<file path="src/memWbPkg.sv">
package memWbPkg;

	//////////////////////////////////////////////////////////////////////
	// widths shared by both paths
	//////////////////////////////////////////////////////////////////////

	// data word
	localparam int WORD_BITS = 32;
	// full multiply product, hi:lo
	localparam int PROD_BITS = 64;
	// one strobe per byte lane
	localparam int STRB_BITS = 4;

	//////////////////////////////////////////////////////////////////////
	// operations handed over by the execute stage
	//////////////////////////////////////////////////////////////////////

	typedef enum logic [3:0] {
		opNop,
		opAlu,
		// loads
		opLb, opLbu, opLh, opLhu, opLw,
		// stores
		opSb, opSh, opSw,
		// hi/lo writes
		opMult, opMthi, opMtlo,
		// hi/lo reads
		opMfhi, opMflo
	} memOp_t;

endpackage
</file>
<file path="src/loadExtract.sv">
`timescale 1ns/1ps

module loadExtract (
	input  logic [memWbPkg::WORD_BITS-1:0]      readDataW,
	input  memWbPkg::memOp_t                    opW,
	input  logic [1:0]                          byteOffsetW,
	output logic [memWbPkg::WORD_BITS-1:0]      loadData
);

	logic [7:0]  byteSel;
	logic [15:0] halfSel;

	//////////////////////////////////////////////////////////////////////
	// lane selection
	//////////////////////////////////////////////////////////////////////

	// byte at offset k sits in bits 8k+7:8k
	always_comb begin
		case (byteOffsetW)
			2'd0:    byteSel = readDataW[7:0];
			2'd1:    byteSel = readDataW[15:8];
			2'd2:    byteSel = readDataW[23:16];
			default: byteSel = readDataW[31:24];
		endcase
	end

	// bit 0 ignored for halfwords
	assign halfSel = byteOffsetW[1] ? readDataW[31:16] : readDataW[15:0];

	//////////////////////////////////////////////////////////////////////
	// extension
	//////////////////////////////////////////////////////////////////////

	always_comb begin
		case (opW)
			memWbPkg::opLb:
				loadData = {{24{byteSel[7]}}, byteSel};
			memWbPkg::opLbu:
				loadData = {24'd0, byteSel};
			memWbPkg::opLh:
				loadData = {{16{halfSel[15]}}, halfSel};
			memWbPkg::opLhu:
				loadData = {16'd0, halfSel};
			// whole word, address bits 1:0 ignored
			default:
				loadData = readDataW;
		endcase
	end

endmodule

</file>
<file path="config.mk">
export PLATFORM = sky130hd
export DESIGN_NAME = loadExtract
export DESIGN_NICKNAME = d
export VERILOG_FILES = /design/src/memWbPkg.sv /design/src/loadExtract.sv
export SDC_FILE = /design/constraint.sdc
export NUM_CORES = 1
export LEC_CHECK = 0
export ABC_AREA = 1
export ABC_CLOCK_PERIOD_IN_PS = 1600
export BUFFER_PORTS_ARGS = -buffer_cell sky130_fd_sc_hd__buf_2
export CORE_UTILIZATION = 48
export DETAILED_ROUTE_END_ITERATION = 7
export GPL_ROUTABILITY_DRIVEN = 1
export PLACE_DENSITY = 0.89
export SLEW_MARGIN = 25
export SYNTH_ARGS = -nofsm -noshare
export SYNTH_HDL_FRONTEND = slang
export SYNTH_SLANG_ARGS = --single-unit
</file>
<file path="constraint.sdc">
create_clock -name vclk -period 1.6
set_input_delay 0.16 -clock vclk [all_inputs]
set_output_delay 0.16 -clock vclk [all_outputs]
set_load 0.02 [all_outputs]
</file>
Yosys cells after proc, flatten, opt, wreduce, memory -nomap -nowiden
Index checks and enable logic that the tools add are counted.

Output and inout port bits: 32. Register bits after elaboration: 0. Input bits: 38. Logic and storage cells: 10.

Reduce and logical (&&, ||, !) cells: 1. Muxes and demuxes: 3. Eq/ne operators: 6.

Operator list (count): 32-bit case mux with 4 select lines (1); 8-bit case mux with 3 select lines (1); 16-bit two-way mux (1); 4-bit by 2-bit equality test with 1-bit output (second input constant) (2); 4-bit by 3-bit equality test with 1-bit output (second input constant) (2); 2-bit by 1-bit equality test with 1-bit output (second input constant) (1); 2-bit equality test (second input constant) (1); 2-bit zero test (1).

Logic depth before layout (Yosys ltp)
Word-level depth: 3. Depth in mapped cells: 8. Depth with buffers taken out: 7.

Worst setup path after synthesis
OpenSTA, ideal clock, no wires.

Path kind: input to output. Start point: input port byteOffsetW[0]. End point: output port loadData[10] in the netlist's numbering. Required time: 1440 ps. Data arrival time: 1013 ps. Buffers on the path: 2. Setup slack: 427 ps. Stages on the path: 7. Path through: buf_6 > nor2_2 > nand2_1 > nand2_2 > nand3_4 > buf_6 > nand3_2.

Cells in the longest elaborated chain, start to end: 3. Elaborated cells on any way between the ends: 5. Those cells by class: 2 x eq/ne; 2 x mux; 1 x reduce/logical.

Ends and longest elaborated chain: start: declaration (line loadExtract.sv:6) `input logic [1:0] byteOffsetW,`; 2-bit equality test, or another cell as far along (line loadExtract.sv:19) `case (byteOffsetW)`; 8-bit case mux with 3 select lines (*) (line loadExtract.sv:19); 32-bit case mux with 4 select lines (*) (line loadExtract.sv:35) `case (opW)`; end: declaration (line loadExtract.sv:7) `output logic [memWbPkg::WORD_BITS-1:0] loadData`.

Every way passes the cells marked *; elsewhere a longest branch is shown, timed or not.

Final worst setup path
Start point: input port byteOffsetW[1]. End point: output port loadData[23] in the netlist's numbering.

Cells in the longest elaborated chain, start to end: 3. Elaborated cells on any way between the ends: 6. Those cells by class: 2 x eq/ne; 3 x mux; 1 x reduce/logical.

Ends and longest elaborated chain (line): 2-bit equality test, or another cell as far along (loadExtract.sv:19); 8-bit case mux with 3 select lines (loadExtract.sv:19); 32-bit case mux with 4 select lines (*) (loadExtract.sv:35).

Marked as above.

==> impl_summary.txt <==
----------------------------------------------------
[Finish]
  Area growth from synthesis to layout ... 35.7%
  Share of cells above drive strength 1 ... 0.400
  Clock Buffer Count ... 0
  # diodes ... 0
  Number of nets in the finished design ... 305
  Non-filler cells, final ... 292
  Final core utilization ... 0.703
  Number of flip-flops and latches ... 0
  Sequential cell area in the final layout ... 0 um^2

[Synthesis]
  Cell with the most instances after synthesis ... sky130_fd_sc_hd__nand2_1
  Area fraction of the dominant cell type after synthesis ... 0.348
  Yosys warning total ... 0
  Largest cells by area after synthesis ... sky130_fd_sc_hd__nand2_1 (35%), sky130_fd_sc_hd__nand3_2 (19%), sky130_fd_sc_hd__nand3_1 (9.2%), sky130_fd_sc_hd__inv_1 (5.8%), sky130_fd_sc_hd__a21oi_1 (4.3%)
  Seq/Total Area, Yosys ... 0
  Cell Area, Synth ... 1040 um^2
  Post-synthesis cell type count ... 23
  Count of mapped cells out of synthesis ... 198
  Nets in the synthesized netlist ... 236
  Cell type with the highest aggregate area in the netlist ... sky130_fd_sc_hd__nand2_1
  Synthesized area per cell ... 5.23 um^2
  Cell types with the highest counts after synthesis ... sky130_fd_sc_hd__nand2_1 (96), sky130_fd_sc_hd__nand3_2 (20), sky130_fd_sc_hd__nand3_1 (19), sky130_fd_sc_hd__inv_1 (16), sky130_fd_sc_hd__a21oi_1 (9)

[GRT]
  Largest net degree at the start of global routing ... 22
  Number of global-route vias before repair ... 1233
  GRT Resource Usage Total ... 0.252
  First-pass GRT wire length ... 5.00 mm
  Number of antenna violations at the first check in global routing ... 0
  Total congestion overflow after global routing ... 0

[Timing]
  Crit share post-route ... 0.892
  Final critical path time including I/O delays and setup ... 1.43 ns
  Slew @ Worst Pin ... 0.318 ns
  Final Hold Violating Endpoints ... 0
  Setup repair after global routing missed its margin ... false
  Number of max-slew violations in the final report ... 0
  Worst hold margin ... 0.666 ns
  Total negative setup slack ... 0 ns
  Setup violations, final ... 0
  Slew HR ... 0.786
  Maximum frequency from static timing analysis ... 701 MHz

[Hold path]
  HP Class ... input port to output pin
  Min-Delay Endpoint ... loadData[27]
  Startpoint of the worst hold path ... readDataW[27]
  Min-Delay Path Depth ... 4

[Placed design]
  Post-detailed-placement half-perimeter wirelength ... 2.40 mm
  Routability-driven placement congestion ratio ... 0.845
  Port Buffers ... 70
  Number of cells after detailed placement ... 292

[Detailed routing]
  Detail Route Antenna Nets ... 0
  DR vias ... 1494
  Wire per inst ... 10.5 um
  TritonRoute pass-1 iters ... 6
  Count of unresolved DRC violations after routing ... 0
  Aggregate routed wire length ... 3.06 mm
  Drt initial violations ... 49
  Via density per instance ... 5.12

[Floorplan]
  Number of core rows ... 16
  Placeable core region ... 2000 um^2
  Starting density of the core ... 0.518
  Horizontal die dimension ... 48.5 um
  I/O Pins ... 70
  Die extent in y ... 48.5 um
  Die area ... 2350 um^2

[Power and ir drop]
  Largest voltage drop on the vdd net ... 0.000231 V
  Reported leakage power ... 0.953 nW
  Power density over the cells ... 344 nW/um^2
  Total power draw ... 0.000483 W

[Worst setup path]
  Maximum fanout count along the critical path ... 13
  Category of the worst setup path launch point ... input port
  Setup crit end kind ... output pin
  Critical path data required time ... 1.44 ns
  Start-to-end type of the worst setup path ... input port to output pin
  Data arrival, critical path ... 1.27 ns

[Clocking]
  Number of buffers added to fix hold violations after cts ... 0
  Number of cells upsized or downsized after cts ... 0
  Post-CTS repair timing setup buffer count ... 0

[Flow run]
  Number of maximum-capacitance constraint violations ... 0

[Outcome]
  Outcome ... finished, final reports clean

----------------------------------------------------
==> layout by cell type (no fill, tap or decap), drive strengths merged <==
master,instances
a21oi,9
buf,80
inv,16
nand2,98
nand3,40
nand3b,1
nand4,1
nor2,5
nor3,1
o211ai,6
o21a,1
o21ai,6
or2,1
==> critical path: stages <==
cell	delay, ns
sky130_fd_sc_hd__buf_2	0.13
sky130_fd_sc_hd__buf_4	0.18
sky130_fd_sc_hd__nor2_2	0.13
sky130_fd_sc_hd__nand2_1	0.07
sky130_fd_sc_hd__nand2_2	0.09
sky130_fd_sc_hd__nand3_4	0.08
sky130_fd_sc_hd__buf_4	0.19
sky130_fd_sc_hd__nand3_1	0.07
sky130_fd_sc_hd__buf_2	0.17
==> report_power, final <==
group | total, W | switching, W | internal (W)
Combinational | 0.000483 | 0.000298 | 0.000185
Clock | 0 | 0 | 0
Sequential | 0 | 0 | 0
Total | 0.000483 | 0.000298 | 0.000185
==> through the flow <==
| step | area, um^2 | setup slack, ns |
|---|---|---|
| after detailed placement | 1410 | 0.184 |
| after CTS | 1410 | 0.185 |
| after global routing | 1410 | 0.0995 |
| after floorplan | 1040 | 0.427 |
| after global placement | 1410 | 0.209 |
| final | 1410 | 0.173 |
==> layer usage <==
metal,global-route usage,wire [um],share of wire,vias to the layer above
met5,0,0,0,-
met2,0.467,1530,0.50,71
met3,0.00629,228,0.074,0
li1,-,-,-,779
met1,0.331,1310,0.43,644
met4,0.0294,0,0,0
==> how the worst max path moves through the flow <==
| stage | from | end | slack (ns) | cells past startpoint |
|---|---|---|---|---|
| finish | byteOffsetW[1] | loadData[23] | 0.17 | 9 |
| global route | byteOffsetW[0] | loadData[23] | 0.1 | 7 |
| CTS | byteOffsetW[1] | loadData[23] | 0.19 | 9 |
| detailed placement | byteOffsetW[1] | loadData[23] | 0.18 | 9 |
| global placement | byteOffsetW[1] | loadData[16] | 0.21 | 9 |
| floorplan | byteOffsetW[0] | loadData[10] | 0.43 | 7 |
==> logic make-up after synthesis <==
logic type      share of synthesized area
simple gates                        0.714
buf+inv                             0.156
compound gates                      0.130
==> layout make-up <==
class | count | area (um^2)
repair buffers | 80 | 438
well taps | 27 | 33.8
multi-input cells | 169 | 875
fillers | 187 | 596
inverters | 16 | 60.1
No activity file was read; power rests on OpenSTA's default activity.
