File: config.mk
export PLATFORM = sky130hd
export DESIGN_NAME = storeAlign
export DESIGN_NICKNAME = d
export VERILOG_FILES = /design/src/memWbPkg.sv /design/src/storeAlign.sv
export SDC_FILE = /design/constraint.sdc
export NUM_CORES = 1
export LEC_CHECK = 0
export BUFFER_PORTS_ARGS = -buffer_cell sky130_fd_sc_hd__buf_2
export CORE_MARGIN = 8
export CORE_UTILIZATION = 35
export CTS_CLUSTER_SIZE = 24
export DETAILED_ROUTE_END_ITERATION = 10
export PLACE_DENSITY = 0.74
export REMOVE_ABC_BUFFERS = 1
export SYNTH_ARGS = -nofsm -noshare
export SYNTH_HDL_FRONTEND = slang
export SYNTH_SLANG_ARGS = --single-unit
File: constraint.sdc
create_clock -name clk -period 1.2 [get_ports clk]
set_input_delay 0.06 -clock clk [delete_from_list [all_inputs] [get_ports clk]]
set_output_delay 0.06 -clock clk [all_outputs]
set_load 0.01 [all_outputs]
File: src/memWbPkg.sv
package memWbPkg;

	//////////////////////////////////////////////////////////////////////
	// widths shared by both paths
	//////////////////////////////////////////////////////////////////////

	// data word
	localparam int WORD_BITS = 32;
	// full multiply product, hi:lo
	localparam int PROD_BITS = 64;
	// one strobe per byte lane
	localparam int STRB_BITS = 4;

	//////////////////////////////////////////////////////////////////////
	// operations handed over by the execute stage
	//////////////////////////////////////////////////////////////////////

	typedef enum logic [3:0] {
		opNop,
		opAlu,
		// loads
		opLb, opLbu, opLh, opLhu, opLw,
		// stores
		opSb, opSh, opSw,
		// hi/lo writes
		opMult, opMthi, opMtlo,
		// hi/lo reads
		opMfhi, opMflo
	} memOp_t;

endpackage
File: src/storeAlign.sv
`timescale 1ns/1ps

module storeAlign #(
	parameter int ramAddrBits = 8
) (
	input  logic                                clk,
	input  logic                                rst,
	input  logic                                valid,
	input  memWbPkg::memOp_t                    op,
	input  logic [memWbPkg::WORD_BITS-1:0]      aluOut,
	input  logic [memWbPkg::WORD_BITS-1:0]      writeData,
	output logic                                memWrite,
	output logic [memWbPkg::STRB_BITS-1:0]      sigWrite,
	output logic [memWbPkg::WORD_BITS-1:0]      memWriteData,
	output logic [memWbPkg::WORD_BITS-1:0]      aluOutM,
	output logic [ramAddrBits-1:0]              addrM,
	output logic [1:0]                          byteOffsetM,
	output memWbPkg::memOp_t                    opM,
	output logic                                validM
);

	logic [memWbPkg::STRB_BITS-1:0] strbNext;
	logic [memWbPkg::WORD_BITS-1:0] dataNext;
	logic [1:0]                     byteOffset;

	// low address bits pick the lane
	assign byteOffset = aluOut[1:0];

	// strobes and lane replication, little-endian lanes
	always_comb begin
		strbNext = '0;
		dataNext = writeData;
		case (op)
			memWbPkg::opSb: begin
				strbNext = 4'b0001 << byteOffset;
				dataNext = {4{writeData[7:0]}};
			end
			memWbPkg::opSh: begin
				// bit 1 picks upper or lower half
				strbNext = byteOffset[1] ? 4'b1100 : 4'b0011;
				dataNext = {2{writeData[15:0]}};
			end
			memWbPkg::opSw: begin
				strbNext = 4'b1111;
			end
			default: ;
		endcase
	end

	// control side of the M-stage register
	always_ff @(posedge clk) begin
		if (rst) begin
			validM   <= 1'b0;
			opM      <= memWbPkg::opNop;
			memWrite <= 1'b0;
			sigWrite <= '0;
		end else begin
			validM   <= valid;
			opM      <= op;
			memWrite <= valid && (strbNext != '0);
			sigWrite <= valid ? strbNext : '0;
		end
	end

	// payload, word index drops byte bits and high bits
	always_ff @(posedge clk) begin
		aluOutM      <= aluOut;
		addrM        <= aluOut[ramAddrBits+1:2];
		byteOffsetM  <= byteOffset;
		memWriteData <= dataNext;
	end

endmodule

# Word-level counts from Yosys, hierarchy flattened
# Index checks and enable logic that the tools add are counted.
# W data, S select, Z words.
# word_totals
ff_bits,84
elab_cells,19
# op_classes
n_eq_ne,3
muxes,3
n_bitwise,1
shift,1
reduce_logical,3
# op_table
operator,count
$pmux W32 S2,1
$pmux W4 S3,1
$eq A4 B4 Y1 const B,2
$eq A4 B3 Y1 const B,1
$mux W4,1
$reduce_bool A4 Y1,1
$shl A1 B2 Y4 const A,1
$reduce_or A2 Y1,1
$logic_and A1 B1 Y1,1
$not A1 Y1,1

# Depth between registers and ports, before layout
# logic_depth
word_depth,4
depth_mapped,5
mapped_depth_nobuf,4

# Least setup slack after synthesis
# No wires, ideal clock.
# synth_path
kind,input-to-reg
start,in op[0]
end,reg memWriteData[22] (netlist name)
arrival_ns,1.075
slack_ns,0.003
required_ns,1.079
path_stages,4
cell_sequence,nor4b_4 nor2_4 buf_6 mux2_4
# synth_between
elab_chain_cells,2
elab_cells_between_ends,3
# synth_lines
element,line_no,rtl
from (decl),storeAlign.sv:9,"input memWbPkg::memOp_t op,"
$eq A4 B4 Y1 / $eq A4 B3 Y1 (equally long branches),storeAlign.sv:33,case (op)
$pmux W32 S2 (*),storeAlign.sv:33,
"named net dataNext, one bit",storeAlign.sv:23,logic [memWbPkg::WORD_BITS-1:0] dataNext;
to (signal assigned),storeAlign.sv:70,memWriteData <= dataNext;
to (decl),storeAlign.sv:14,"output logic [memWbPkg::WORD_BITS-1:0] memWriteData,"
# The timed path passes the listed nets; every way through them passes the cells marked *.
# A chain may end at the register's enable or synchronous reset.

# Worst setup path after layout
# layout_path
start,in op[3]
end,reg memWriteData[18] (netlist name)
# The elaborated chain is that of the path after synthesis.

==> run_results.csv <==
group,metric,value,unit
status,status,"finished clean",
finish,final_cell_mix,"buf_2, dfxtp_1, dlygate4sd3_1",
sta,report.final.slew_viol_count,0,
sta,timing.slew.headroom,0.6747,
power,powerDensity,1391,nW/µm²
route,wl_per_cell,15.65,µm
yosys,ys_warn_count,0,
power,power_leakage,1.856,nW
worst_setup_path,worstSetupEndpointType,"flop",
clock_network,cts_tree,"yes",
clock_network,postCtsHoldBufs,67,
min_path,worstHoldStart,"op[2]",
yosys,synth-seq-cells,74,
sta,fin_hold_ws,0.1063,ns
finish,nets,437,
placed_design,pre_cts_ws,-0.1757,ns
power,vdd_drop_max,0.7827,mV
floorplanning,die_h,92.62,µm
power,switching_share,0.2352,
worst_setup_path,cp_max_fo,16,
floorplanning,rows,28,
route,postRouteAntennaNets,0,
finish,layout_commonest_cell,"buf_2",
placed_design,gp_congestion,0.7544,
floorplanning,io_pins,155,
sta,setup-tns-final,0,ns
sta,finalWorstSetupSlack,0.1880,ns
clock_network,clk_pin_slew,0.07,ns
global_routing,first_global_vias,2192,
worst_setup_path,startpoint_type,"input port",
power,internal_power,0.003961,W
global_routing,grt_start_max_net_pins,20,
power,power_frac_seq,0.509,
route,vias,1912,
clock_network,clock_path_buffers,2,
route,drc,0,
clock_network,cts_buffers,9,
finish,multi_input_area,460.4,µm²
yosys,yosysSeqAreaShare,0.7211,
placed_design,numPlacedInstances,363,
yosys,synth_cell_type_count,20,
min_path,worstHoldPathCells,3,
global_routing,antenna_found_initial,0,
flow_run,drv_cap,0,
finish,drive_gt1_frac,0.5216,
finish,fillers,446,
route,wl,6980,µm
worst_setup_path,cp.required,1.42,ns
power,combPwrFrac,0.135,
global_routing,grt_util_all_layers,0.1673,
clock_network,cts_sinks,74,
route,drtIter0Drc,19,
floorplanning,fp.dieArea,8578,µm²
yosys,avgSynthCellArea,14.57,µm²
clock_network,ctsResizeCount,0,
min_path,hp-class,"input port to flop",
global_routing,overflow,0,
finish,register_area,1481,µm²
clock_network,cts-root-buf,"clkbuf_8",
worst_setup_path,crit_type,"input port to flop",
sta,period_share,0.8433,
sta,worst_slew_pin_slew,0.4868,ns
route,first_pass_iters,3,
global_routing,grt_pass1_wl,11050,µm
floorplanning,core,5781,µm²
clock_network,cts_max_level,3,
sta,hold_viol,0,
yosys,synthCells,141,
sta,max_freq,988.1,MHz
sta,fin_crit,1.012,ns
sta,setup-violations-final,0,
clock_network,post_cts_buffers,0,
placed_design,dp_hpwl,4698,µm
yosys,synth_area,2054,µm²
power,p_clk_frac,0.357,
sta,rsz0062_at_grt,"false",
placed_design,io_buffer_count,154,
floorplanning,initial_core_util,0.3554,
min_path,min_to,"opM[2]",
finish,area_growth,81.24,%
power,total_power,0.005180,W
power,switchingPower,0.001218,W
finish,stdcell_count,446,
worst_setup_path,cp.arrival,1.24,ns
route,viasPerCell,4.287,
floorplanning,die_width,92.62,µm
==> cells by family (layout without fill, tap and decap cells) <==
kind of cell	count (synthesis)	count (layout)	share of synthesized area
AND/OR/NAND/NOR	15	15	0.05481
other	0	1	0
flip-flops	74	74	0.7211
multiplexers	16	16	0.09135
AO/OA/AOI/OAI	21	21	0.07795
buffers and inverters	15	244	0.05481
==> state kept, by name, indices dropped and copies added (netlist names) <==
name / flops
addrM: 7
aluOutM: 24
byteOffsetM: 1
memWrite: 1
memWriteData: 32
opM: 4
sigWrite: 4
validM: 1
==> power groups by stage <==
stage | Clock [W] | Sequential, W | Combinational, W
2_1_floorplan | 0 | 0.00278 | 0.0000997
3_3_place_gp | 0 | 0.00269 | 0.000516
3_5_place_dp | 0 | 0.00269 | 0.000527
4_1_cts | 0.00192 | 0.00263 | 0.000701
5_1_grt | 0.00203 | 0.00265 | 0.000757
6_report | 0.00185 | 0.00264 | 0.000697
==> stage by stage <==
| stage | instance area [µm²] | util |
|---|---|---|
| after floorplan | 1949 | - |
| after global placement | 2859 | 0.4946 |
| after detailed placement | 2859 | 0.4946 |
| after CTS | 3721 | 0.6437 |
| after global routing | 3721 | 0.6437 |
| final | 3724 | 0.6442 |
==> cells in the mapped netlist <==
cell / number / area share
o21ai_0: 1 / 0.0024
mux2_4: 2 / 0.015
nand2_1: 1 / 0.0018
a211oi_1: 2 / 0.0073
buf_4: 11 / 0.040
and4b_1: 1 / 0.0049
mux2_2: 14 / 0.077
a21oi_1: 2 / 0.0049
nor3b_1: 1 / 0.0037
nor2b_1: 4 / 0.012
a22o_1: 8 / 0.034
inv_1: 2 / 0.0037
a21o_1: 8 / 0.029
nor4b_4: 1 / 0.012
buf_6: 2 / 0.011
nand2b_1: 1 / 0.0030
nor2_1: 4 / 0.0073
nor2_4: 1 / 0.0055
nor4bb_1: 1 / 0.0049
dfxtp_1: 74 / 0.72
==> worst max-delay path: stages <==
cell	delay, ns
buf_2	0.12
and4b_1	0.24
nor2_4	0.42
mux2_2	0.39
==> layer usage <==
layer,up-vias,GRT usage,part of all wire
met5,-,0,0
met4,0,0.09262,0.016
met3,10,0.08414,0.13
met2,106,0.2992,0.50
met1,876,0.1502,0.35
li1,920,-,-
==> worst max path at each step <==
stage | start | end | cells past startpoint
after global placement | op[3] | memWriteData[20] | 4
final | op[3] | memWriteData[18] | 4
after global routing | rst | sigWrite[3] | 6
after floorplan | op[3] | memWriteData[22] | 3
after detailed placement | op[3] | memWriteData[16] | 4
after CTS | op[3] | memWriteData[16] | 4
==> cell type report <==
cell class / count / share of cell area
inverters: 2 / 0.002016
well taps: 75 / 0.02520
flip-flops and latches: 74 / 0.3978
clock inverters: 6 / 0.01815
diodes: 1 / 0.0006720
multi-input cells: 52 / 0.1237
repair buffers: 227 / 0.3992
clock buffers: 9 / 0.03327
No activity file was read; power rests on OpenSTA's default activity.
