$ cat config.mk
export PLATFORM = sky130hd
export DESIGN_NAME = hiloUnit
export DESIGN_NICKNAME = d
export VERILOG_FILES = /design/src/memWbPkg.sv /design/src/hiloUnit.sv
export SDC_FILE = /design/constraint.sdc
export NUM_CORES = 1
export LEC_CHECK = 0
export BUFFER_PORTS_ARGS = -buffer_cell sky130_fd_sc_hd__buf_2
export CAP_MARGIN = 20
export CORE_UTILIZATION = 25
export DETAILED_ROUTE_END_ITERATION = 8
export PLACE_DENSITY_LB_ADDON = 0.2
export SYNTH_ARGS = -nofsm -noshare
export SYNTH_HDL_FRONTEND = slang
export SYNTH_SLANG_ARGS = --single-unit
export TNS_END_PERCENT = 30
$ cat constraint.sdc
create_clock -name clk -period 1.6 [get_ports clk]
set_clock_uncertainty 0.1 [all_clocks]
set_input_delay 0.32 -clock clk [delete_from_list [all_inputs] [get_ports clk]]
set_output_delay 0.32 -clock clk [all_outputs]
set_load 0.005 [all_outputs]
$ cat src/memWbPkg.sv
package memWbPkg;

	//////////////////////////////////////////////////////////////////////
	// widths shared by both paths
	//////////////////////////////////////////////////////////////////////

	// data word
	localparam int WORD_BITS = 32;
	// full multiply product, hi:lo
	localparam int PROD_BITS = 64;
	// one strobe per byte lane
	localparam int STRB_BITS = 4;

	//////////////////////////////////////////////////////////////////////
	// operations handed over by the execute stage
	//////////////////////////////////////////////////////////////////////

	typedef enum logic [3:0] {
		opNop,
		opAlu,
		// loads
		opLb, opLbu, opLh, opLhu, opLw,
		// stores
		opSb, opSh, opSw,
		// hi/lo writes
		opMult, opMthi, opMtlo,
		// hi/lo reads
		opMfhi, opMflo
	} memOp_t;

endpackage
$ cat src/hiloUnit.sv
`timescale 1ns/1ps

module hiloUnit (
	input  logic                                clk,
	input  logic                                rst,
	input  logic                                valid,
	input  memWbPkg::memOp_t                    op,
	input  logic [memWbPkg::WORD_BITS-1:0]      aluOut,
	input  logic [memWbPkg::PROD_BITS-1:0]      aluOut64,
	output logic [memWbPkg::WORD_BITS-1:0]      hiW,
	output logic [memWbPkg::WORD_BITS-1:0]      loW
);

	logic                           writeHiLoM;
	memWbPkg::memOp_t               hiloOpM;
	logic [memWbPkg::PROD_BITS-1:0] prodM;
	logic [memWbPkg::WORD_BITS-1:0] aluOutM;
	logic [memWbPkg::WORD_BITS-1:0] hi;
	logic [memWbPkg::WORD_BITS-1:0] lo;
	logic [memWbPkg::WORD_BITS-1:0] hiNext;
	logic [memWbPkg::WORD_BITS-1:0] loNext;

	// M stage, write enable
	always_ff @(posedge clk) begin
		if (rst) begin
			writeHiLoM <= 1'b0;
		end else begin
			writeHiLoM <= valid && (op == memWbPkg::opMult || op == memWbPkg::opMthi ||
				op == memWbPkg::opMtlo);
		end
	end

	// M stage, product and operands
	always_ff @(posedge clk) begin
		hiloOpM <= op;
		prodM   <= aluOut64;
		aluOutM <= aluOut;
	end

	// next hi/lo pair
	always_comb begin
		hiNext = hi;
		loNext = lo;
		if (writeHiLoM) begin
			case (hiloOpM)
				memWbPkg::opMult: begin
					hiNext = prodM[memWbPkg::PROD_BITS-1:memWbPkg::WORD_BITS];
					loNext = prodM[memWbPkg::WORD_BITS-1:0];
				end
				memWbPkg::opMthi: hiNext = aluOutM;
				memWbPkg::opMtlo: loNext = aluOutM;
				default: ;
			endcase
		end
	end

	// architectural registers
	always_ff @(posedge clk) begin
		if (rst) begin
			hi <= '0;
			lo <= '0;
		end else begin
			hi <= hiNext;
			lo <= loNext;
		end
	end

	// W copies take the updated pair, so a move-from right after a write sees it
	always_ff @(posedge clk) begin
		hiW <= hiNext;
		loW <= loNext;
	end

endmodule

* Word level (Yosys, flattened, before mapping) *
Cells that the tools add are included.

operators by class
  eq/ne operators = 6
  multiplexer cells = 4
  reduce and logical (&&, ||, !) cells = 3

operator list
  operator            number
  $pmux 32 s2         2
  $mux 32             2
  $eq 4x4->1 const B  6
  $logic_or 1x1->1    2
  $logic_and 1x1->1   1

word-level totals
  register bits = 229
  bits of input ports = 103

* Longest topological paths before layout *
  word-level depth = 4
  gate-level depth with buffers = 7

* Worst setup path before layout *
OpenSTA, ideal clock, no wires.

  path kind = register -> register
  start = register hiloOpM[0]
  end = register lo[30] (netlist bit)
  arrival time = 1280 ps
  required time = 1383 ps
  path slack = 103 ps
  cell stages (with the launch flop) = 8
  buffers on the path = 4
  clock period less this slack = 1497 ps
  cells stage by stage = dfxtp_1 buf_2 and3b_1 buf_6 nor2b_4 buf_6 buf_6 a22o_1

on the way
  cells in the longest elaborated chain, start to end = 3
  elaborated cells between the ends (all ways) = 4

ends and longest elaborated chain
  element                   RTL line        text
  start: declaration        hiloUnit.sv:15  memWbPkg::memOp_t hiloOpM;
  start signal: assignment  hiloUnit.sv:35  hiloOpM <= op;
  $eq 4x4->1                hiloUnit.sv:45  case (hiloOpM)
  $pmux 32 s2 (*)           hiloUnit.sv:45
  $mux 32 (*)               hiloUnit.sv:44  if (writeHiLoM) begin
  end signal: assignment    hiloUnit.sv:64  lo <= loNext;
  end: declaration          hiloUnit.sv:19  logic [memWbPkg::WORD_BITS-1:0] lo;

Mark *: on every way between the ends. The rest lies on a longest branch, timed or not.
A chain may end at the register's enable or synchronous reset.

* Worst setup path after layout *
  start = register hiloOpM[0]
  end = register loW[13] (netlist bit)

on the way
  cells in the longest elaborated chain, start to end = 3
  elaborated cells between the ends (all ways) = 4

ends and longest elaborated chain
  element                     RTL line        text
  $eq 4x4->1                  hiloUnit.sv:45
  $pmux 32 s2 (*)             hiloUnit.sv:45
  $mux 32 (*)                 hiloUnit.sv:44
  named net loNext (one bit)  hiloUnit.sv:21  logic [memWbPkg::WORD_BITS-1:0] loNext;
  end signal: assignment      hiloUnit.sv:71  loW <= loNext;
  end: declaration            hiloUnit.sv:11  output logic [memWbPkg::WORD_BITS-1:0] loW

Mark *: on every way through the listed nets, which the timed path passes. The rest lies on a longest branch.

==> results.toml <==
[outcome]
status = "finished clean"

[floorplan]
die_h_um = 165
start_util = 0.254
io_pins = 167
die_area_um2 = 27100
core-area_um2 = 26000
row_count = 59
die_x_um = 165

[synth]
synth.top_cells.by_area = "dfxtp_1, a22o_1, nand2_1, mux2_2, a21oi_1"
synth_fp_nets = 638
yosysWarnings = 0
avgSynthCellArea_um2 = 12.3
seq_area_frac_synth = 0.694
synth_cells = 535
synth_area_leader_cell = "dfxtp_1"
syn_area_um2 = 6610
ys_seq_elements = 229
synth_top_area_share = 0.694
ys_types = 18

[place]
port_buffers = 166
gp_congestion = 0.710
dpl.hpwl_um = 11400
preCtsSetupSlack_ps = -262

[detailed_routing]
via_per_inst = 4.13
drc = 0
drtIter0Drc = 252
wl_per_cell_um = 15.8
num_vias = 4864
ant_nets = 0
wirelength_um = 18600
firstDrtPassIters = 4

[critical_path]
worst-path-stages = 5
arrival_ps = 1850
crit_required_ps = 1910
ff2ff_path_depth = 5
crit_start = "hiloOpM[0]"
critPathMaxStageDelay_ps = 330
start_kind = "register"
critPathTopFamily = "simple AND/OR/NAND/NOR gates"
endpoint = "loW[13]"
cp_num_buf_inv = 2
r2r-start = "hiloOpM[0]"
rrSetupSlack_ps = 60
crit_path_frequent_cell = "buf_12"
critPathMaxFanout = 20
crit_slowest_cell = "and3b_2"
crit_chain = "and3b_2 -> buf_12 -> nand2_2 -> buf_12 -> a22o_1"
cp-end-kind = "register"
worstSetupPathType = "reg -> reg"
r2r_end = "loW[13]"

[global_route]
grt-ovfl-total = 0
groute.usage.overall = 0.135
grt_pass1_wl_um = 27700
grt_pass1_vias = 4964
antenna_found_initial = 0
grt_max_degree = 33

[pwr]
p_leak_nw = 4.49
ir_drop_mv = 0.982
finalPower_w = 0.0124
powerDensity_nw_per_um2 = 1240

[flow_run]
cap_violations = 0

[cts]
cts_root_buf = "clkbuf_16"
insertion_delay_ps = 520
htree_levels = 1
cts.sinks = 229
clk_pin_slew_ps = 60
cts.path.max_buffers = 3
numCtsBuffers = 25
cts_tree = "done"

[timing]
report.final.slew_viol_count = 0
fmax_mhz = 651
tightest_slew_ps = 520
rsz0062_at_grt = "no"
relSlewSlack = 0.652
min_period_ps = 1540
hold_viol = 0
fin_crit_sh = 0.959
setup_slack_ps = 65.0
setup_viol = 0

[finish]
antenna_cells = 0
fin_nets = 927
area_growth_pct = 50.5
final_util = 0.383
final_layout_size_suffix_gt1_frac = 0.333

[worst_hold_path]
hp-class = "in -> reg"
worst min-delay path, delay by kind of cell:
family | cells | cell delay (ps)
buf+inv | 2 | 410
compound gates | 1 | 90
sequential cells by signal, summed over array words and instances (netlist names):
register / count
aluOutM: 32
lo: 32
writeHiLoM: 1
hiW: 32
hiloOpM: 4
prodM: 64
hi: 32
loW: 32
cells in the mapped netlist:
cell      number
nor3_1         1
a22o_1        96
and3b_1        1
mux2i_1        1
dfxtp_1      229
mux2_2        32
a21oi_2        1
clkbuf_1      12
nor2b_1        2
xor2_1         1
nor2b_4        1
buf_2         20
nor2_1         1
nand4b_1       1
a21oi_1       32
nand2_1       98
and4b_1        1
buf_6          5
layout by cell type, fill, tap and decap left out:
cell	instances
buf_2	166
and3b_2	1
dfxtp_1	226
nand4b_1	1
xor2_4	1
nand2_2	1
buf_4	17
a21oi_1	32
a22o_1	96
a21oi_4	2
inv_16	1
buf_12	9
clkbuf_8	4
and4b_1	1
nor3_1	1
inv_6	2
clkinvlp_4	2
mux2_2	32
bufinv_16	2
dfxtp_2	1
nor2_1	1
clkinv_2	5
nand2_1	97
buf_6	2
nor2b_4	6
clkbuf_1	5
clkbuf_16	25
mux2i_1	1
dfxtp_4	2
dlygate4sd3_1	101
power by group:
part           switching [W]  total, W  internal, W
Combinational       0.000250  0.000669     0.000419
Clock                0.00233   0.00575      0.00342
Sequential         0.0000765   0.00593      0.00585
what timing repair did:
| item | in CTS | in global routing |
|---|---|---|
| cloned | 4 | 0 |
| buffers inserted | 10 | 4 |
| endpoints found under the hold margin | 101 | 0 |
| hold buffers | 101 | 0 |
| resized for setup | 12 | 4 |
| pin swaps | 1 | 0 |
| endpoints found under the setup margin | 64 | 74 |
stage by stage:
step | hold slack [ps] | cell area [um2] | setup TNS [ps] | std cells
finish | 242 | 9940 | 0 | 1178
global route | 252 | 9940 | 0 | 1178
CTS | 227 | 9860 | 0 | 1174
detailed placement | 321 | 7810 | -15180 | 1013
global placement | 317 | 7810 | -14440 | 1013
floorplan | 248 | 6610 | 0 | 535
layout make-up:
type,instances,area (um2)
Clock buffer,34,699
Multi-Input combinational cell,273,1920
Fill cell,2564,16000
Clock inverter,12,138
Timing Repair Buffer,295,2170
Tap cell,335,419
Sequential cell,229,4590
how the worst min path moves through the flow:
stage / depth (start not counted) / slack, ps / end / startpoint
final: 3 / 240 / hi[21] / rst
after global placement: 2 / 320 / hiW[10] / hi[10]
after detailed placement: 2 / 320 / hiW[10] / hi[10]
after floorplan: 0 / 250 / aluOutM[0] / aluOut[0]
after global routing: 3 / 250 / hi[21] / rst
after CTS: 3 / 230 / hi[21] / rst
metal layers:
| metal | GRT usage | wire length (um) | vias up |
|---|---|---|---|
| met1 | 0.178 | 8740 | 2253 |
| met5 | 0 | 0 | - |
| met4 | 0.0446 | 510 | 0 |
| li1 | - | - | 2449 |
| met2 | 0.222 | 8610 | 127 |
| met3 | 0.0234 | 771 | 35 |
kinds of logic after synthesis:
kind of cell | synth area share
buffers and inverters | 0.0305
AND/OR/NAND/NOR | 0.0652
XOR/XNOR | 0.00133
multiplexers | 0.0561
flip-flops | 0.694
AO/OA/AOI/OAI | 0.153
No activity file was read; power rests on OpenSTA's default activity.
