<file path="src/memWbPkg.sv">
package memWbPkg;

	//////////////////////////////////////////////////////////////////////
	// widths shared by both paths
	//////////////////////////////////////////////////////////////////////

	// data word
	localparam int WORD_BITS = 32;
	// full multiply product, hi:lo
	localparam int PROD_BITS = 64;
	// one strobe per byte lane
	localparam int STRB_BITS = 4;

	//////////////////////////////////////////////////////////////////////
	// operations handed over by the execute stage
	//////////////////////////////////////////////////////////////////////

	typedef enum logic [3:0] {
		opNop,
		opAlu,
		// loads
		opLb, opLbu, opLh, opLhu, opLw,
		// stores
		opSb, opSh, opSw,
		// hi/lo writes
		opMult, opMthi, opMtlo,
		// hi/lo reads
		opMfhi, opMflo
	} memOp_t;

endpackage
</file>
<file path="src/writebackSelect.sv">
`timescale 1ns/1ps

module writebackSelect (
	input  logic                                clk,
	input  logic                                rst,
	input  logic                                validM,
	input  memWbPkg::memOp_t                    opM,
	input  logic [memWbPkg::WORD_BITS-1:0]      aluOutM,
	input  logic [1:0]                          byteOffsetM,
	input  logic [memWbPkg::WORD_BITS-1:0]      loadData,
	input  logic [memWbPkg::WORD_BITS-1:0]      hiW,
	input  logic [memWbPkg::WORD_BITS-1:0]      loW,
	output memWbPkg::memOp_t                    opW,
	output logic [1:0]                          byteOffsetW,
	output logic [memWbPkg::WORD_BITS-1:0]      result,
	output logic                                resultValid
);

	logic                           validW;
	logic [memWbPkg::WORD_BITS-1:0] aluOutW;
	logic                           writesReg;

	//////////////////////////////////////////////////////////////////////
	// W-stage register
	//////////////////////////////////////////////////////////////////////

	always_ff @(posedge clk) begin
		if (rst) begin
			validW <= 1'b0;
			opW    <= memWbPkg::opNop;
		end else begin
			validW <= validM;
			opW    <= opM;
		end
	end

	// address offset travels along for lane selection
	always_ff @(posedge clk) begin
		aluOutW     <= aluOutM;
		byteOffsetW <= byteOffsetM;
	end

	//////////////////////////////////////////////////////////////////////
	// result select
	//////////////////////////////////////////////////////////////////////

	always_comb begin
		writesReg = 1'b1;
		case (opW)
			memWbPkg::opAlu:  result = aluOutW;
			memWbPkg::opLb, memWbPkg::opLbu, memWbPkg::opLh,
			memWbPkg::opLhu, memWbPkg::opLw:
				result = loadData;
			memWbPkg::opMfhi: result = hiW;
			memWbPkg::opMflo: result = loW;
			// stores, hi/lo writes and nop leave the register file alone
			default: begin
				result    = aluOutW;
				writesReg = 1'b0;
			end
		endcase
	end

	assign resultValid = validW && writesReg;

endmodule

</file>
<file path="config.mk">
export PLATFORM = sky130hd
export DESIGN_NAME = writebackSelect
export DESIGN_NICKNAME = d
export VERILOG_FILES = /design/src/memWbPkg.sv /design/src/writebackSelect.sv
export SDC_FILE = /design/constraint.sdc
export NUM_CORES = 1
export LEC_CHECK = 0
export ABC_AREA = 1
export BUFFER_PORTS_ARGS = -buffer_cell sky130_fd_sc_hd__buf_4
export CAP_MARGIN = 20
export CORE_MARGIN = 2
export CORE_UTILIZATION = 42
export CTS_CLUSTER_DIAMETER = 40
export DETAILED_ROUTE_END_ITERATION = 8
export HOLD_SLACK_MARGIN = 0.08
export PLACE_DENSITY = 0.89
export SLEW_MARGIN = 40
export SYNTH_ARGS = -nofsm -noshare
export SYNTH_HDL_FRONTEND = slang
export SYNTH_SLANG_ARGS = --single-unit
</file>
<file path="constraint.sdc">
create_clock -name clk -period 1.6 [get_ports clk]
set_input_delay 0 -clock clk [delete_from_list [all_inputs] [get_ports clk]]
set_output_delay 0 -clock clk [all_outputs]
set_load 0.02 [all_outputs]
</file>
==> metrics.yaml, run 1 <==
cts:
  numCtsBuffers: 5
  cts_buffer_depth: 2
  htreeDepth: 2
  root_buffer: "clkbuf_8"
  clkSinkCount: 39
placed_design:
  io_buffers: 175
  post-place-ws_ps: 29.6
  gp_congestion: 0.839
  dp_hpwl_microns: 5520
run_status:
  status: "stopped before the end"
  stop_error: "[ERROR DPL-0033] detailed placement checks failed during check placement."
  haltStage: "5_1_grt"
synthesis:
  netlist.area_leader.share_pct: 37.1
  yosysSeqAreaShare_pct: 37.1
  synth.distinct_cells: 12
  synth_nets: 482
  synthesis.area_sq_um: 2110
  syn_inst: 345
  yosysTopAreaCell: "dfxtp_1"
  syn_area_per_cell_sq_um: 6.11
  synth-seq-cells: 39
  synth_area_leaders: "dfxtp_1 37%, nand2_1 24%, a21oi_1 8.1%"
  ys.warnings.count: 0
die:
  io_pins: 176
  start_util_pct: 44.0
  die_x_microns: 74.8
  die_h_microns: 74.8
  rows: 25
timing:
  worst_endpoint_kind: "primary output"
  grt_worst_setup_endpoint: "result[11]"
grt:
  grt_max_degree: 33
  grt_antenna_before_repair: 1
-- cells in the mapped netlist --
| library cell | number |
|---|---|
| nand2_1 | 137 |
| nor2_1 | 38 |
| dfxtp_1 | 39 |
| a21oi_1 | 34 |
| inv_1 | 41 |
| nor2_4 | 3 |
| nand2_2 | 1 |
| buf_2 | 9 |
| o21ai_0 | 1 |
| nand3_1 | 33 |
| buf_4 | 3 |
| buf_6 | 6 |
-- cells by family after synthesis --
group / after synthesis / share of synthesized area, %
compound gates: 35 / 8.31
buf+inv: 59 / 13.7
flops: 39 / 37.1
simple gates: 212 / 40.9
-- metrics by stage --
step / hold slack [ps] / std cells / cell area, sq um
floorplan: 27.7 / 345 / 2110
global placement: 105 / 580 / 3450
CTS: 346 / 644 / 4220
detailed placement: 106 / 580 / 3450
-- repair_timing --
action,in CTS
pin swaps,4
setup buffers,10
hold endpoints to repair,39
gates resized for setup,23
setup endpoints to repair,32
hold buffers,40
cloned,6
==> run 2: changes to the inputs <==
--- a/config.mk
+++ b/config.mk
@@ -9,11 +9,9 @@
 export BUFFER_PORTS_ARGS = -buffer_cell sky130_fd_sc_hd__buf_4
 export CAP_MARGIN = 20
 export CORE_MARGIN = 2
-export CORE_UTILIZATION = 42
-export CTS_CLUSTER_DIAMETER = 40
+export CORE_UTILIZATION = 35
 export DETAILED_ROUTE_END_ITERATION = 8
-export HOLD_SLACK_MARGIN = 0.08
-export PLACE_DENSITY = 0.89
+export PLACE_DENSITY_LB_ADDON = 0.15
 export SLEW_MARGIN = 40
 export SYNTH_ARGS = -nofsm -noshare
 export SYNTH_HDL_FRONTEND = slang
==> metrics.yaml, run 2 <==
run_status:
  status: "finished with violations"
  violations: "negative setup slack"
synthesis:
  synthesis.area_sq_um: 2110  # unchanged
  synth.distinct_cells: 12  # unchanged
  netlist.area_leader.share_pct: 37.1  # unchanged
  syn_inst: 345  # unchanged
  syn_area_per_cell_sq_um: 6.11  # unchanged
  yosysMostFrequentCell: "nand2_1"
  yosysTopAreaCell: "dfxtp_1"
  yosysSeqAreaShare_pct: 37.1  # unchanged
  synth_nets: 482  # unchanged
  synth_top_flop_cell: "dfxtp_1"
  ys_async_sr_fraction_pct: 0  # unchanged
  synth_area_leaders: "dfxtp_1 37%, nand2_1 24%, a21oi_1 8.1%"
  ys.warnings.count: 0  # unchanged
  synth-seq-cells: 39  # unchanged
  synth_edf_count: 0  # unchanged
  ys_top_cells_by_count: "137 x nand2_1, 41 x inv_1, 39 x dfxtp_1"
grt:
  grt_max_degree: 33
  grt_overflow_total: 0
  track_usage_pct: 25.3
  grt_pass1_wl_microns: 12700
  grt_pass1_vias: 2815
  grt_antenna_before_repair: 0
detailed_routing:
  drt-wirelength-per-cell_microns: 14.7
  routed_wl_microns: 9650
  ant_nets: 0
  drc: 0
  firstDrtPassIters: 6
  num_vias: 3079
  viasPerCell: 4.69
  drt_iter0_markers: 108
die:
  core_sq_um: 5890
  die_h_microns: 81.6  # +9.0%
  start_util_pct: 35.8  # -8.2 points
  rows: 28  # +12%
  die-area_sq_um: 6660
  io_pins: 176  # unchanged
  die_x_microns: 81.6  # +9.0%
timing:
  slew_violations: 0
  finalCritPeriodShare_pct: 103
  grt_setup_unrepaired: "true"
  worst_pin_slew_ps: 256
  layout_setup_ws_ps: -47.3
  min_period_ps: 1650
  setup_viol: 31
  max_freq_ghz: 0.607
  relSlewSlack_pct: 82.9
  finalHoldViolCount: 0
finish:
  largest_registers: "aluOutW (32), opW (4), byteOffsetW (2)"
  layout.nets: 717
  syn_to_final_growth_pct: 120
  utilization_pct: 78.6
  layout_commonest_cell: "buf_4"
  regMostFlops: "aluOutW"
  antenna_cells: 0
  layout_common_cells: "154 x buf_4, 123 x nand2_1, 40 x buf_6, 40 x dlygate4sd3_1"
  drive_gt1_share_pct: 43.7
  multi_input_area_sq_um: 1190
  fillers: 399
  largest_reg_flops: 32
  register_area_sq_um: 796
cts:
  htreeDepth: 2  # unchanged
  clkTransAtPathRegs_ps: 80
  root_buffer: "clkbuf_8"
  tritoncts: "built"
  numCtsBuffers: 5  # unchanged
  cts_buffer_depth: 2  # unchanged
  clkSinkCount: 39  # unchanged
placed_design:
  dp_hpwl_microns: 5230  # -5.3%
  gp_congestion: 0.805  # -4.0%
  io_buffers: 175  # unchanged
  post-place-ws_ps: -11.5  # -41.1 ps
setup_path:
  worst_setup_path_end_kind: "output port"
  cp.arrival_ps: 1650
  crit_path_end: "result[25]"
  critPathMaxFanout: 16
  crit_chain: "nand2_4, nor2_4, clkbuf_16, nand2_1, nand2_1, nor2_1, nand2_1, buf_6"
  cp-startpoint: "opW[2]"
  slowest_stage: "dfxtp_4"
  cp_slowest_stage_delay_ps: 410
  crit_top_cell: "nand2_1"
  worstPathRequired_ps: 1600
  critPathKind: "reg2out"
  startpoint_type: "flip-flop"
power:
  leakage_uw: 0.00256
  max-vdd-ir-drop_mv: 0.467
  total_power_uw: 3050
  powerDensity_nw_per_um2: 660
hold_path:
  hold_path.class: "in2reg"
run:
  maxCapViolations: 0
==> run 2: cell counts after synthesis <==
Identical to the previous run, type by type.
==> run 2: cell type report <==
cell class                      instances  share of cell area (%)
Tap cell                               75                    2.03
Multi-Input combinational cell        248                    25.7
Clock buffer                            6                    1.57
Sequential cell                        39                    17.2
Clock inverter                          2                    1.30
Timing Repair Buffer                  245                    48.8
Inverter                               41                    3.41
==> run 2: stage by stage <==
| stage | cell area, sq um | setup TNS (ps) | instances | hold slack [ps] |
|---|---|---|---|---|
| final | 4630 | -513 | 656 | 347 |
| after global routing | 4630 | -2590 | 656 | 334 |
| after CTS | 4280 | 0 | 650 | 339 |
| after detailed placement | 3450 | -33.3 | 586 | 105 |
| after global placement | 3450 | 0 | 586 | 105 |
| after floorplan | 2110 | 0 | 345 | 27.7 |
==> run 2: critical path, delay by kind of cell (launching register included) <==
kind	cells	cell delay (ps)
flops	1	410
buf+inv	2	360
simple gates	6	590
==> run 2: timing repair <==
| item | CTS | global route |
|---|---|---|
| gates cloned | 6 | 3 |
| buffers inserted | 10 | 3 |
| pin swaps | 4 | 11 |
| gates resized for setup | 30 | 71 |
| endpoints found under the setup margin | 32 | 32 |
| hold buffers | 40 | 0 |
| endpoints found under the hold margin | 39 | 0 |
==> run 2: worst min-delay path by stage <==
stage | endpoint | cells after the start | start | slack [ps]
after floorplan | aluOutW[0] | 0 | aluOutM[0] | 30
after global placement | aluOutW[8] | 1 | aluOutM[8] | 100
after detailed placement | aluOutW[7] | 1 | aluOutM[7] | 110
after CTS | aluOutW[10] | 2 | aluOutM[10] | 340
after global routing | aluOutW[18] | 2 | aluOutM[18] | 330
final | aluOutW[6] | 2 | aluOutM[6] | 350
==> run 2: report_power, final <==
| group | internal (uW) | total (uW) | switching (uW) |
|---|---|---|---|
| Sequential | 1020 | 1050 | 26.3 |
| Clock | 624 | 974 | 351 |
| Combinational | 584 | 1030 | 447 |
| Total | 2230 | 3050 | 823 |
==> run 2: cell families (layout without fill, tap and decap cells) <==
kind of cell	count (synthesis)	after routing	synth area share (%)
AND/OR/NAND/NOR	212	213	40.9
AO/OA/AOI/OAI	35	35	8.31
buffers and inverters	59	294	13.7
flip-flops	39	39	37.1
==> run 2: layer usage <==
layer  up-vias  part of all wire, %  GRT usage [%]
li1       1520                    -              -
met1      1401                   40           28.1
met2       144                   51           46.7
met3        14                  8.1           6.15
met4         0                  1.6           9.00
met5         -                    0              0
Power figures use the tool's default switching activity.
